`src/hw/fetch_cfg.svh`:
```
////////////////////////////////////////////////////////////////////////////
// configuration macros for the instruction prefetch front end
//   - slot count of the address and data queues
//   - byte distance between two sequential fetch addresses
////////////////////////////////////////////////////////////////////////////

`ifndef FETCH_CFG_SVH
`define FETCH_CFG_SVH

// number of slots in each queue
// the unaligned word is built from slot 1, so anything below 2 breaks it
`define FETCH_DEPTH 2

// one 32-bit word per fetch, byte addressed
`define FETCH_STEP 4

// note that both queues always share the same depth, since every data
// slot pairs with the address slot at the same index

`endif

```
`src/hw/fetch_pkg.sv`:
```
////////////////////////////////////////////////////////////////////////////
// shared types of the prefetch front end
//   - address and instruction word types
//   - response bundle toward the decoder
//   - request bundle toward instruction memory
//   - fetch FSM state encoding
////////////////////////////////////////////////////////////////////////////

package fetch_pkg;

  // byte address, always word aligned when it leaves the prefetcher
  typedef logic [31:0] addr_t;

  // raw instruction word as returned by memory
  typedef logic [31:0] word_t;

  // head word presented to the decoder
  typedef struct packed {
    logic  valid;
    word_t rdata;
    addr_t addr;
  } fetch_rsp_t;

  // address phase toward instruction memory
  // accepted when req and the grant are high together
  typedef struct packed {
    logic  req;
    addr_t addr;
  } mem_req_t;

  // memory-side fetch states
  //   WAIT_ABORTED drops the one response still owed after a redirect
  typedef enum logic [1:0] {
    IDLE,
    WAIT_GNT,
    WAIT_RVALID,
    WAIT_ABORTED
  } fetch_state_e;

endpackage

```
`src/hw/fetch_align.sv`:
```
////////////////////////////////////////////////////////////////////////////
// output stage of the prefetcher
//   - head word from data slot 0 or straight from memory
//   - realigned word for 16-bit aligned instructions
//   - pop strobe for both queues
////////////////////////////////////////////////////////////////////////////

`timescale 1ns/100ps

`include "fetch_cfg.svh"

module fetch_align (
  // address queue
  input  fetch_pkg::addr_t          addr_slot_i [`FETCH_DEPTH],
  input  logic [`FETCH_DEPTH-1:0]   addr_valid_i,
  // data queue
  input  fetch_pkg::word_t          data_slot_i [`FETCH_DEPTH],
  input  logic [`FETCH_DEPTH-1:0]   data_valid_i,
  // raw memory response, used as bypass
  input  logic                      mem_rvalid_i,
  input  fetch_pkg::word_t          mem_rdata_i,
  // decoder side
  input  logic                      ready_i,
  output fetch_pkg::fetch_rsp_t     rsp_o,
  output logic                      unaligned_valid_o,
  output fetch_pkg::word_t          unaligned_rdata_o,
  output logic                      pop_o
);

  localparam int HALF_W = $bits(fetch_pkg::word_t) / 2;

  logic             head_valid;
  fetch_pkg::word_t head_rdata;
  fetch_pkg::word_t next_rdata;

  ////////////////////////////////////////////////////////////////////////////
  // head word
  ////////////////////////////////////////////////////////////////////////////

  // an rvalid always belongs to the oldest address still missing data,
  // which is slot 0 whenever data slot 0 is empty
  assign head_valid = data_valid_i[0] || (addr_valid_i[0] && mem_rvalid_i);
  assign head_rdata = data_valid_i[0] ? data_slot_i[0] : mem_rdata_i;

  always_comb begin
    rsp_o.valid = head_valid;
    rsp_o.rdata = head_rdata;
    // address was queued when the request went out, so it is already here
    rsp_o.addr  = addr_slot_i[0];
  end

  ////////////////////////////////////////////////////////////////////////////
  // realigned word
  ////////////////////////////////////////////////////////////////////////////

  // second word comes from slot 1 or from the bypass
  assign next_rdata = data_valid_i[1] ? data_slot_i[1] : mem_rdata_i;

  // addr slot 1 only fills once slot 0 has its data, so a valid here
  // implies a valid head
  assign unaligned_valid_o = data_valid_i[1] || (addr_valid_i[1] && mem_rvalid_i);

  // lower half of the next word above the upper half of the head
  assign unaligned_rdata_o = {next_rdata[HALF_W-1:0], head_rdata[2*HALF_W-1:HALF_W]};

  // head consumed this cycle
  assign pop_o = head_valid && ready_i;

endmodule

```
`src/hw/fetch_ctrl.sv`:
```
////////////////////////////////////////////////////////////////////////////
// memory-side control of the prefetcher
//   - next fetch address selection
//   - request/grant/rvalid FSM with redirect abort
//   - push control for the address and data queues
////////////////////////////////////////////////////////////////////////////

`timescale 1ns/100ps

`include "fetch_cfg.svh"

module fetch_ctrl (
  input  logic                      clk,
  input  logic                      rst_n,
  // core side
  input  logic                      req_i,
  input  logic                      clear_i,
  input  fetch_pkg::addr_t          addr_i,
  // queue status
  input  fetch_pkg::addr_t          addr_slot_i [`FETCH_DEPTH],
  input  logic [`FETCH_DEPTH-1:0]   addr_valid_i,
  input  logic                      data_full_i,
  // instruction memory
  input  logic                      mem_gnt_i,
  input  logic                      mem_rvalid_i,
  output fetch_pkg::mem_req_t       mem_req_o,
  // queue pushes
  output logic                      addr_push_o,
  output fetch_pkg::addr_t          addr_push_data_o,
  output logic                      data_push_o
);

  fetch_pkg::fetch_state_e state_q, state_d;

  fetch_pkg::addr_t last_addr;
  fetch_pkg::addr_t addr_next;
  // where sequential fetching resumes once the address queue is empty
  fetch_pkg::addr_t resume_addr_q;
  logic             can_issue;

  ////////////////////////////////////////////////////////////////////////////
  // next address
  ////////////////////////////////////////////////////////////////////////////

  // valid slots are contiguous from 0, the highest one is the newest
  always_comb begin
    last_addr = addr_slot_i[0];
    for (int i = 1; i < `FETCH_DEPTH; i++) begin
      if (addr_valid_i[i]) begin
        last_addr = addr_slot_i[i];
      end
    end
  end

  always_comb begin
    if (clear_i) begin
      addr_next = addr_i;
    end else if (|addr_valid_i) begin
      addr_next = last_addr + fetch_pkg::addr_t'(`FETCH_STEP);
    end else begin
      // queue drained, or a redirect target not issued yet
      addr_next = resume_addr_q;
    end
  end

  // room for one more address; a clear frees the whole queue
  assign can_issue = req_i && (clear_i || !addr_valid_i[`FETCH_DEPTH-1]);

  assign addr_push_data_o = addr_next;

  ////////////////////////////////////////////////////////////////////////////
  // fetch FSM
  ////////////////////////////////////////////////////////////////////////////

  always_comb begin
    mem_req_o.req  = 1'b0;
    mem_req_o.addr = addr_next;
    addr_push_o    = 1'b0;
    data_push_o    = 1'b0;
    state_d        = state_q;

    unique case (state_q)
      fetch_pkg::IDLE: begin
        if (can_issue) begin
          mem_req_o.req = 1'b1;
          addr_push_o   = 1'b1;
          state_d       = mem_gnt_i ? fetch_pkg::WAIT_RVALID : fetch_pkg::WAIT_GNT;
        end
      end

      fetch_pkg::WAIT_GNT: begin
        if (clear_i) begin
          // pending request was never granted, retarget it
          if (can_issue) begin
            mem_req_o.req = 1'b1;
            addr_push_o   = 1'b1;
            state_d       = mem_gnt_i ? fetch_pkg::WAIT_RVALID : fetch_pkg::WAIT_GNT;
          end else begin
            state_d = fetch_pkg::IDLE;
          end
        end else begin
          // hold the queued address until granted
          mem_req_o.req  = 1'b1;
          mem_req_o.addr = last_addr;
          if (mem_gnt_i) begin
            state_d = fetch_pkg::WAIT_RVALID;
          end
        end
      end

      fetch_pkg::WAIT_RVALID: begin
        if (mem_rvalid_i) begin
          // response to an address flushed this cycle is dropped
          data_push_o = !clear_i && !data_full_i;
          if (can_issue) begin
            mem_req_o.req = 1'b1;
            addr_push_o   = 1'b1;
            state_d       = mem_gnt_i ? fetch_pkg::WAIT_RVALID : fetch_pkg::WAIT_GNT;
          end else begin
            state_d = fetch_pkg::IDLE;
          end
        end else if (clear_i) begin
          // granted word still owed, nothing new goes out until it lands
          state_d = fetch_pkg::WAIT_ABORTED;
        end
      end

      fetch_pkg::WAIT_ABORTED: begin
        // stale response arrives, throw it away and restart
        if (mem_rvalid_i) begin
          if (can_issue) begin
            mem_req_o.req = 1'b1;
            addr_push_o   = 1'b1;
            state_d       = mem_gnt_i ? fetch_pkg::WAIT_RVALID : fetch_pkg::WAIT_GNT;
          end else begin
            state_d = fetch_pkg::IDLE;
          end
        end
      end

      default: begin
        state_d = fetch_pkg::IDLE;
      end
    endcase
  end

  ////////////////////////////////////////////////////////////////////////////
  // registers
  ////////////////////////////////////////////////////////////////////////////

  always_ff @(posedge clk or negedge rst_n) begin
    if (!rst_n) begin
      state_q       <= fetch_pkg::IDLE;
      resume_addr_q <= '0;
    end else begin
      state_q <= state_d;
      if (addr_push_o) begin
        resume_addr_q <= addr_next + fetch_pkg::addr_t'(`FETCH_STEP);
      end else if (clear_i) begin
        resume_addr_q <= addr_i;
      end
    end
  end

  a_state_legal: assert property (@(posedge clk) disable iff (!rst_n)
    !$isunknown(state_q) && state_q inside {fetch_pkg::IDLE, fetch_pkg::WAIT_GNT,
                                            fetch_pkg::WAIT_RVALID,
                                            fetch_pkg::WAIT_ABORTED});

  a_addr_aligned: assert property (@(posedge clk) disable iff (!rst_n)
    mem_req_o.req |-> mem_req_o.addr[1:0] == 2'b00);

  // data is only stored while its address is still queued
  // so a word owed to a flushed address never reaches the data queue
  a_no_stale_push: assert property (@(posedge clk) disable iff (!rst_n)
    data_push_o |-> |addr_valid_i);

endmodule

```
`src/hw/fetch_slot_queue.sv`:
```
////////////////////////////////////////////////////////////////////////////
// slot queue for the prefetcher, generic in its payload
//   - push fills the lowest free slot
//   - pop shifts every slot one step toward index 0
//   - flush empties it, keeping a same-cycle push in slot 0
////////////////////////////////////////////////////////////////////////////

`timescale 1ns/100ps

`include "fetch_cfg.svh"

module fetch_slot_queue #(
  parameter type payload_t = logic [31:0]
) (
  input  logic                      clk,
  input  logic                      rst_n,
  input  logic                      flush_i,
  input  logic                      push_i,
  input  payload_t                  push_data_i,
  input  logic                      pop_i,
  output payload_t                  slot_o [`FETCH_DEPTH],
  output logic [`FETCH_DEPTH-1:0]   slot_valid_o,
  output logic                      full_o
);

  // slot 0 is the head
  payload_t                slot_q   [`FETCH_DEPTH];
  payload_t                slot_int [`FETCH_DEPTH];
  payload_t                slot_d   [`FETCH_DEPTH];
  logic [`FETCH_DEPTH-1:0] valid_q, valid_int, valid_d;

  // push into the first free slot
  always_comb begin
    logic placed;
    placed    = 1'b0;
    slot_int  = slot_q;
    valid_int = valid_q;
    if (push_i) begin
      for (int i = 0; i < `FETCH_DEPTH; i++) begin
        if (!valid_q[i] && !placed) begin
          slot_int[i]  = push_data_i;
          valid_int[i] = 1'b1;
          placed       = 1'b1;
        end
      end
    end
  end

  // shift on pop, flush overrides everything
  always_comb begin
    slot_d  = slot_int;
    valid_d = valid_int;
    if (pop_i) begin
      for (int i = 0; i < `FETCH_DEPTH-1; i++) begin
        slot_d[i]  = slot_int[i+1];
        valid_d[i] = valid_int[i+1];
      end
      // last slot keeps stale payload, only its valid drops
      valid_d[`FETCH_DEPTH-1] = 1'b0;
    end
    if (flush_i) begin
      valid_d    = '0;
      valid_d[0] = push_i;
      slot_d[0]  = push_data_i;
    end
  end

  always_ff @(posedge clk or negedge rst_n) begin
    if (!rst_n) begin
      valid_q <= '0;
    end else begin
      valid_q <= valid_d;
    end
  end

  always_ff @(posedge clk) begin
    slot_q <= slot_d;
  end

  assign slot_o       = slot_q;
  assign slot_valid_o = valid_q;
  assign full_o       = valid_q[`FETCH_DEPTH-1];

  // the controller must check for room before pushing
  a_no_push_full: assert property (@(posedge clk) disable iff (!rst_n)
    push_i && !flush_i |-> !full_o);

  // a pop on an empty queue is only legal with a bypassed push in the same cycle
  a_no_pop_empty: assert property (@(posedge clk) disable iff (!rst_n)
    pop_i && !flush_i |-> (valid_q[0] || push_i));

endmodule

```
`src/hw/prefetch_top.sv`:
```
////////////////////////////////////////////////////////////////////////////
// instruction prefetch front end
//   - fetch control toward instruction memory
//   - address and data slot queues
//   - output stage toward the decoder
////////////////////////////////////////////////////////////////////////////

`timescale 1ns/100ps

`include "fetch_cfg.svh"

module prefetch_top (
  input  logic                  clk,
  input  logic                  rst_n,
  // core side
  input  logic                  req_i,
  input  logic                  clear_i,
  input  fetch_pkg::addr_t      addr_i,
  input  logic                  ready_i,
  output fetch_pkg::fetch_rsp_t rsp_o,
  output logic                  unaligned_valid_o,
  output fetch_pkg::word_t      unaligned_rdata_o,
  // instruction memory
  output fetch_pkg::mem_req_t   mem_req_o,
  input  logic                  mem_gnt_i,
  input  logic                  mem_rvalid_i,
  input  fetch_pkg::word_t      mem_rdata_i
);

  // address queue
  fetch_pkg::addr_t        addr_slot [`FETCH_DEPTH];
  logic [`FETCH_DEPTH-1:0] addr_valid;
  logic                    addr_push;
  fetch_pkg::addr_t        addr_push_data;

  // data queue
  fetch_pkg::word_t        data_slot [`FETCH_DEPTH];
  logic [`FETCH_DEPTH-1:0] data_valid;
  logic                    data_full;
  logic                    data_push;

  // head consumed, pops both queues
  logic                    pop;

  fetch_ctrl u_ctrl (
    .clk              (clk),
    .rst_n            (rst_n),
    .req_i            (req_i),
    .clear_i          (clear_i),
    .addr_i           (addr_i),
    .addr_slot_i      (addr_slot),
    .addr_valid_i     (addr_valid),
    .data_full_i      (data_full),
    .mem_gnt_i        (mem_gnt_i),
    .mem_rvalid_i     (mem_rvalid_i),
    .mem_req_o        (mem_req_o),
    .addr_push_o      (addr_push),
    .addr_push_data_o (addr_push_data),
    .data_push_o      (data_push)
  );

  // fullness of the address queue is taken from its slot valids
  fetch_slot_queue #(.payload_t(fetch_pkg::addr_t)) addr_q (
    .clk          (clk),
    .rst_n        (rst_n),
    .flush_i      (clear_i),
    .push_i       (addr_push),
    .push_data_i  (addr_push_data),
    .pop_i        (pop),
    .slot_o       (addr_slot),
    .slot_valid_o (addr_valid),
    .full_o       ()
  );

  fetch_slot_queue #(.payload_t(fetch_pkg::word_t)) data_q (
    .clk          (clk),
    .rst_n        (rst_n),
    .flush_i      (clear_i),
    .push_i       (data_push),
    .push_data_i  (mem_rdata_i),
    .pop_i        (pop),
    .slot_o       (data_slot),
    .slot_valid_o (data_valid),
    .full_o       (data_full)
  );

  fetch_align u_align (
    .addr_slot_i       (addr_slot),
    .addr_valid_i      (addr_valid),
    .data_slot_i       (data_slot),
    .data_valid_i      (data_valid),
    .mem_rvalid_i      (mem_rvalid_i),
    .mem_rdata_i       (mem_rdata_i),
    .ready_i           (ready_i),
    .rsp_o             (rsp_o),
    .unaligned_valid_o (unaligned_valid_o),
    .unaligned_rdata_o (unaligned_rdata_o),
    .pop_o             (pop)
  );

endmodule

```
`config.mk`:
```
export PLATFORM = sky130hd
export DESIGN_NAME = prefetch_top
export DESIGN_NICKNAME = d
export VERILOG_FILES = /design/src/hw/fetch_pkg.sv /design/src/hw/fetch_align.sv /design/src/hw/fetch_ctrl.sv /design/src/hw/fetch_slot_queue.sv /design/src/hw/prefetch_top.sv
export VERILOG_INCLUDE_DIRS = /design/src /design/src/hw
export SDC_FILE = /design/constraint.sdc
export NUM_CORES = 1
export LEC_CHECK = 0
export BUFFER_PORTS_ARGS = -buffer_cell sky130_fd_sc_hd__buf_2
export CAP_MARGIN = 0
export CORE_MARGIN = 2
export CORE_UTILIZATION = 53
export DETAILED_ROUTE_END_ITERATION = 10
export PLACE_DENSITY = 0.76
export SETUP_SLACK_MARGIN = 0.3
export SLEW_MARGIN = 20
export SYNTH_ARGS = -nofsm -noshare
export SYNTH_HDL_FRONTEND = slang
export SYNTH_HIERARCHICAL = 1
export SYNTH_SLANG_ARGS = --single-unit
```
`constraint.sdc`:
```
create_clock -name clk -period 7.1 [get_ports clk]
set_input_delay 0.355 -clock clk [delete_from_list [all_inputs] [get_ports clk]]
set_output_delay 0.355 -clock clk [all_outputs]
set_load 0.01 [all_outputs]
```
======== Yosys cells after proc, flatten, opt, wreduce, memory -nomap -nowiden ========
Index checks and enable logic that the tools add are counted.
W data, S select, Z words.
word-level totals
  register bits ........................... 166
  logic and storage cells ................. 94
  output and inout bits ................... 131
  input bits .............................. 71
cells by class
  reduce and logical (&&, ||, !) cells .... 24
  add/subtract/negate cells ............... 2
  equal/unequal tests ..................... 9
  muxes and demuxes ....................... 49
operators by type and width
  cell                     count
  $mux W32                 15
  $mux W64                 2
  $add A32 B3 Y32 const B  2
  $mux W2                  14
  $mux W16                 1
  $mux W1                  14
  $ne A3 B3 Y1 const B     3
  $pmux W2 S4              1
  $logic_and A1 B1 Y1      7
  $pmux W1 S3              2
  $reduce_bool A3 Y1       2
  $logic_not A1 Y1         5
  $eq A2 B2 Y1 const B     2
  $reduce_and A2 Y1        2
  $reduce_and A4 Y1        1
  $reduce_or A2 Y1         2
  $logic_or A1 B1 Y1       3
  $ne A3 B2 Y1 const B     1
  $eq A2 B1 Y1 const B     1
  $logic_not A2 Y1         1
  $ne A2 B1 Y1 const B     1
  $ne A2 B2 Y1 const B     1
  $reduce_bool A2 Y1       1

======== Depth between registers and ports, before layout ========
  word-level depth ........................ 13
  mapped depth ............................ 20
  gate-level depth less buffers ........... 12

======== By module ========
The synthesis kept the hierarchy.
modules (own cells, without submodules)
  module            times used  area an instance (µm²)  cells each
  fetch_ctrl        1           5614.1                  772
  fetch_slot_queue  2           2538.7                  160
  fetch_align       1           1174.9                  106

======== Worst setup path after synthesis ========
No wires, ideal clock.
  path type ............................... flip-flop to flip-flop
  start ................................... register addr_q.valid_q[1], in the netlist addr_q/slot_valid_o[1]
  end ..................................... register addr_q.slot_q (netlist bit addr_q/slot_o[32]) (enable)
  cell stages (with the launch flop) ...... 14
  arrival time ............................ 4.914 ns
  path slack .............................. 1.721 ns
  buffers on the path ..................... 8
  cells stage by stage .................... dfrtp_1 > buf_4 > buf_6 > buf_6 > buf_6 > buf_2 > buf_1 > nor2_1 > o211ai_1 > inv_1 > clkbuf_1 > clkbuf_1 > inv_1 > o21ai_0
between the ends
  word-level cells in the longest chain between the ends .. 8
  elaborated cells on any way between the ends .. 9
  classes of those cells .................. mux (4); reduce/logical (5)
RTL lines
  item                               line                                 RTL
  start: declaration                 fetch_slot_queue.sv:30               logic [`FETCH_DEPTH-1:0] valid_q, valid_int, valid_d;
  start signal: assignment           fetch_slot_queue.sv:72               valid_q <= valid_d;
  $logic_not A1 Y1 (*)               fetch_ctrl.sv:67                     assign can_issue = req_i && (clear_i || !addr_valid_i[`FETCH_DEPTH-1]);
  $logic_or A1 B1 Y1 (*)             fetch_ctrl.sv:67
  $logic_and A1 B1 Y1 (*)            fetch_ctrl.sv:67
  $mux W1 (*)                        n/a
  $mux W1, on equally long branches  fetch_ctrl.sv:112, fetch_ctrl.sv:92
  $pmux W1 S3 (*)                    fetch_ctrl.sv:82                     unique case (state_q)
  named net addr_push                prefetch_top.sv:33                   logic addr_push;
  $reduce_bool A3 Y1 (no line) (*)   n/a
  $reduce_and A2 Y1 (no line) (*)    n/a
  end signal: assignment             fetch_slot_queue.sv:77               slot_q <= slot_d;
  end: declaration                   fetch_slot_queue.sv:27               payload_t slot_q [`FETCH_DEPTH];
The timed path passes the listed nets; every way through them passes the cells marked *.
A chain may end at the register's enable or synchronous reset.

======== Final worst setup path ========
  start ................................... register addr_q.valid_q[1], in the netlist addr_q/slot_valid_o[1]
  end ..................................... register u_ctrl.resume_addr_q[27]
between the ends
  elaborated cells on any way between the ends .. 15
  classes of those cells .................. add/sub (2); mux (8); reduce/logical (5)
RTL lines
  item                          line                RTL
  $mux W32                      fetch_ctrl.sv:49    if (addr_valid_i[i]) begin
  $add A32 B3 Y32               fetch_ctrl.sv:59    addr_next = last_addr + fetch_pkg::addr_t'(`FETCH_STEP);
  $mux W32 (*)                  fetch_ctrl.sv:58    end else if (|addr_valid_i) begin
  $mux W32 (*)                  fetch_ctrl.sv:56    if (clear_i) begin
  named net addr_push_data[16]  prefetch_top.sv:34  fetch_pkg::addr_t addr_push_data;
  $add A32 B3 Y32 (*)           fetch_ctrl.sv:158   resume_addr_q <= addr_next + fetch_pkg::addr_t'(`FETCH_STEP);
  $mux W32 (*)                  fetch_ctrl.sv:157   if (addr_push_o) begin
  end signal: assignment        fetch_ctrl.sv:158
  end signal: assignment        fetch_ctrl.sv:160   resume_addr_q <= addr_i;
  end: declaration              fetch_ctrl.sv:38    fetch_pkg::addr_t resume_addr_q;
Marks and branches as above.

==> reports/metrics.csv <==
metric,value,unit
clk_path_buf_depth,2,
cts-root-buf,clkbuf_16,
finalSetupTns,0,ps
synth-main-ff-cell,edfxtp_1,
yosysSeqAreaShare,35.0,%
status,"finished, final reports clean",
multiInputGateArea,6710,um2
crit_type,register to register,
coreArea,21900,um2
hp-class,input pin to register,
synth.net_count,1271,
leakagePower,0.00532,uW
timing.critical_path.to,u_ctrl/resume_addr_q[27]$_DFFE_PN0P_,
num_vias,10400,
cp_max_fo,64,
die_area,23600,um2
end_kind,register,
synth_compound_gate_area_share,20.7,%
grt_pass1_wl,55300,um
worst_ep_arrival_time,5180,ps
wl_per_cell,22.2,um
crit_required,7390,ps
post-route-period-util,68.9,%
start_util,54.2,%
timing.rr.end,u_ctrl/resume_addr_q[27]$_DFFE_PN0P_,
track_usage,29.2,%
synth_area_per_cell,9.91,um2
ant_nets,0,
clock_skew,10.0,ps
first_iter_violations,1182,
yosysTopAreaCellShare,16.2,%
die_x,154,um
final_cells,1591,
rsz0062_at_grt,false,
finalHoldViolCount,0,
die_h,154,um
maxCapViolations,0,
timing.fmax,205,MHz
antenna_found_initial,0,
cts_tree,done,
grt_max_degree,72,
syn_to_final_growth,10.1,%
period_needed,4890,ps
power_density,415,nW/um2
synth-seq-cells,166,
wirelength,35300,um
htreeDepth,4,
cts_resized,0,
muxShareOfSynthArea,16.9,%
drt-pass1-iter-count,7,
cts.clk_slew.worst_paths,80,ps
r2r-start,addr_q/slot_valid_o[1]$_DFF_PN0_,
yosysTopAreaCell,edfxtp_1,
synth_top_family_by_area,compound AO/OA/AOI/OAI gates,
port-buffer-count,201,
worst_slew_pin_slew,1120,ps
synth_edf_count,64,
antenna_cells,0,
synth-async-reset-ratio,22.9,%
r2r_setup_slack,2210,ps
r2r.worst_path.cells,12,
nNetsFinal,1371,
synth_simple_gate_area_share,15.3,%
grt_pass1_vias,9964,
synth_area_leaders,"edfxtp_1 16%, dfxtp_1 11%, mux2_2 8.6%",
synthXorXnorAreaFrac,3.17,%
place.gp.congestion,0.958,
row_count,54,
holdCritStartpoint,mem_rdata_i[19],
post-route-drc-count,0,
startpoint_type,register,
vias_per_cell,6.53,
peakVddDrop,0.236,mV
ys_warn_count,6,
synth.distinct_cells,100,
hpwl,23800,um
synthCells,1198,
startpoint,addr_q/slot_valid_o[1]$_DFF_PN0_,
clk_latency,440,ps
synth_adder_area_share,0.211,%
grt-ovfl-total,0,
cts_sinks,166,
cts_buffers,17,
layout-drive-gt1-share,33.7,%
fillers,1922,
io-pin-count,202,
max_slew_margin,24.7,%
design_power_total,5420,uW
syn_area,11900,um2
drv_slew,0,
ff_latch_area,4160,um2
final-setup-viol-count,0,
dp_cells,1558,
-- power breakdown --
part / switching, uW / internal (uW) / leakage [uW] / total (uW)
registers: 378 / 1450 / 0.00166 / 1820
clock network: 476 / 478 / 0.000294 / 954
logic: 1550 / 1090 / 0.00337 / 2640
-- stage by stage --
step / setup slack, ps / hold slack, ps / util (%) / cell area [um2]
2_1_floorplan: 1720 / 59.4 / - / 11900
3_3_place_gp: 2540 / 462 / 56.9 / 12500
3_5_place_dp: 2360 / 470 / 56.9 / 12500
4_1_cts: 2310 / 118 / 59.6 / 13100
5_1_grt: 1870 / 168 / 59.7 / 13100
6_report: 2210 / 180 / 59.7 / 13100
-- flip-flops by register name, indices dropped and copies added, names as in the netlist --
| name | cells |
|---|---|
| data_q/slot_valid_o | 2 |
| addr_q/slot_o | 64 |
| u_ctrl/resume_addr_q | 32 |
| addr_q/slot_valid_o | 2 |
| u_ctrl/state_q | 2 |
| data_q/slot_o | 64 |
-- synth_stat cells, types with 37 or more instances --
cell / number
mux2_2: 91
mux2_4: 40
nand2_1: 108
dfxtp_1: 64
buf_4: 54
a32o_1: 65
a21oi_1: 57
nor2_1: 65
dfrtp_1: 38
o21ai_0: 72
edfxtp_1: 64
mux2i_1: 37
-- worst max-delay path, cell delays in order, from the launching register on --
cell and delay (ps):
dfrtp_4 910, nand2_1 150, o21ai_0 170, ha_1 430, nand4_1 240, a21oi_2 550, nand3_1 230, xnor2_1 210
a21oi_1 500, and4_1 680, a41oi_1 210, a311oi_1 350, o31ai_1 120
-- cells by family (layout without fill, tap and decap cells) --
logic type	Yosys count	in the layout
compound gates	323	323
xor+xnor	43	43
fa+ha+maj	2	2
buf+inv	165	278
flops	166	166
mux	169	169
simple gates	330	330
-- worst min-delay path by stage --
stage	end	slack, ps	cells past startpoint
after floorplan	addr_q/slot_valid_o[0]$_DFFE_PN0P_	60	0
after global placement	data_q/slot_o[28]$_DFF_P_	460	1
after detailed placement	data_q/slot_o[19]$_DFF_P_	470	1
after CTS	u_ctrl/resume_addr_q[13]$_DFFE_PN0P_	120	1
after global routing	data_q/slot_o[16]$_DFF_P_	170	2
final	data_q/slot_o[19]$_DFF_P_	180	2
-- metal layers --
metal	vias up	track usage [%]	part of all wire, %	wire length [um]
met2	596	47.6	47	16500
met1	5009	37.9	41	14400
met3	100	7.53	9.2	3250
li1	4690	-	-	-
met5	-	0	0	0
met4	0	10.0	3.3	1150
-- cell usage in the layout (no fill, tap or decap), types with 7 or more instances in the layout --
cell type / n
buf_2: 199
nand2_1: 108
mux2_2: 91
o21ai_0: 70
a32o_1: 65
nor2_1: 64
dfxtp_1: 64
edfxtp_1: 64
a21oi_1: 57
mux2_4: 40
mux2i_1: 37
dfrtp_1: 36
nand3_1: 31
inv_1: 26
xnor2_1: 24
buf_4: 20
nand4_1: 20
xor2_1: 19
clkbuf_16: 17
nor3_1: 15
nand2b_1: 11
a22oi_1: 10
a31oi_1: 9
and3_1: 9
and2_1: 8
a211oi_1: 8
inv_8: 7
o31ai_1: 7
or3_1: 7
-- final cells by class --
type | count | area share [%]
clock buffers | 17 | 3.26
clock inverters | 15 | 1.31
inverters | 26 | 0.747
multi-input cells | 867 | 51.3
flip-flops and latches | 166 | 31.8
well taps | 280 | 2.68
repair buffers | 220 | 8.85
-- timing repair --
action / in CTS / in global routing
setup buffers: 0 / 0
hold buffers: 0 / 1
endpoints found under the hold margin: 0 / 38
(Power assumes the default switching activity.)
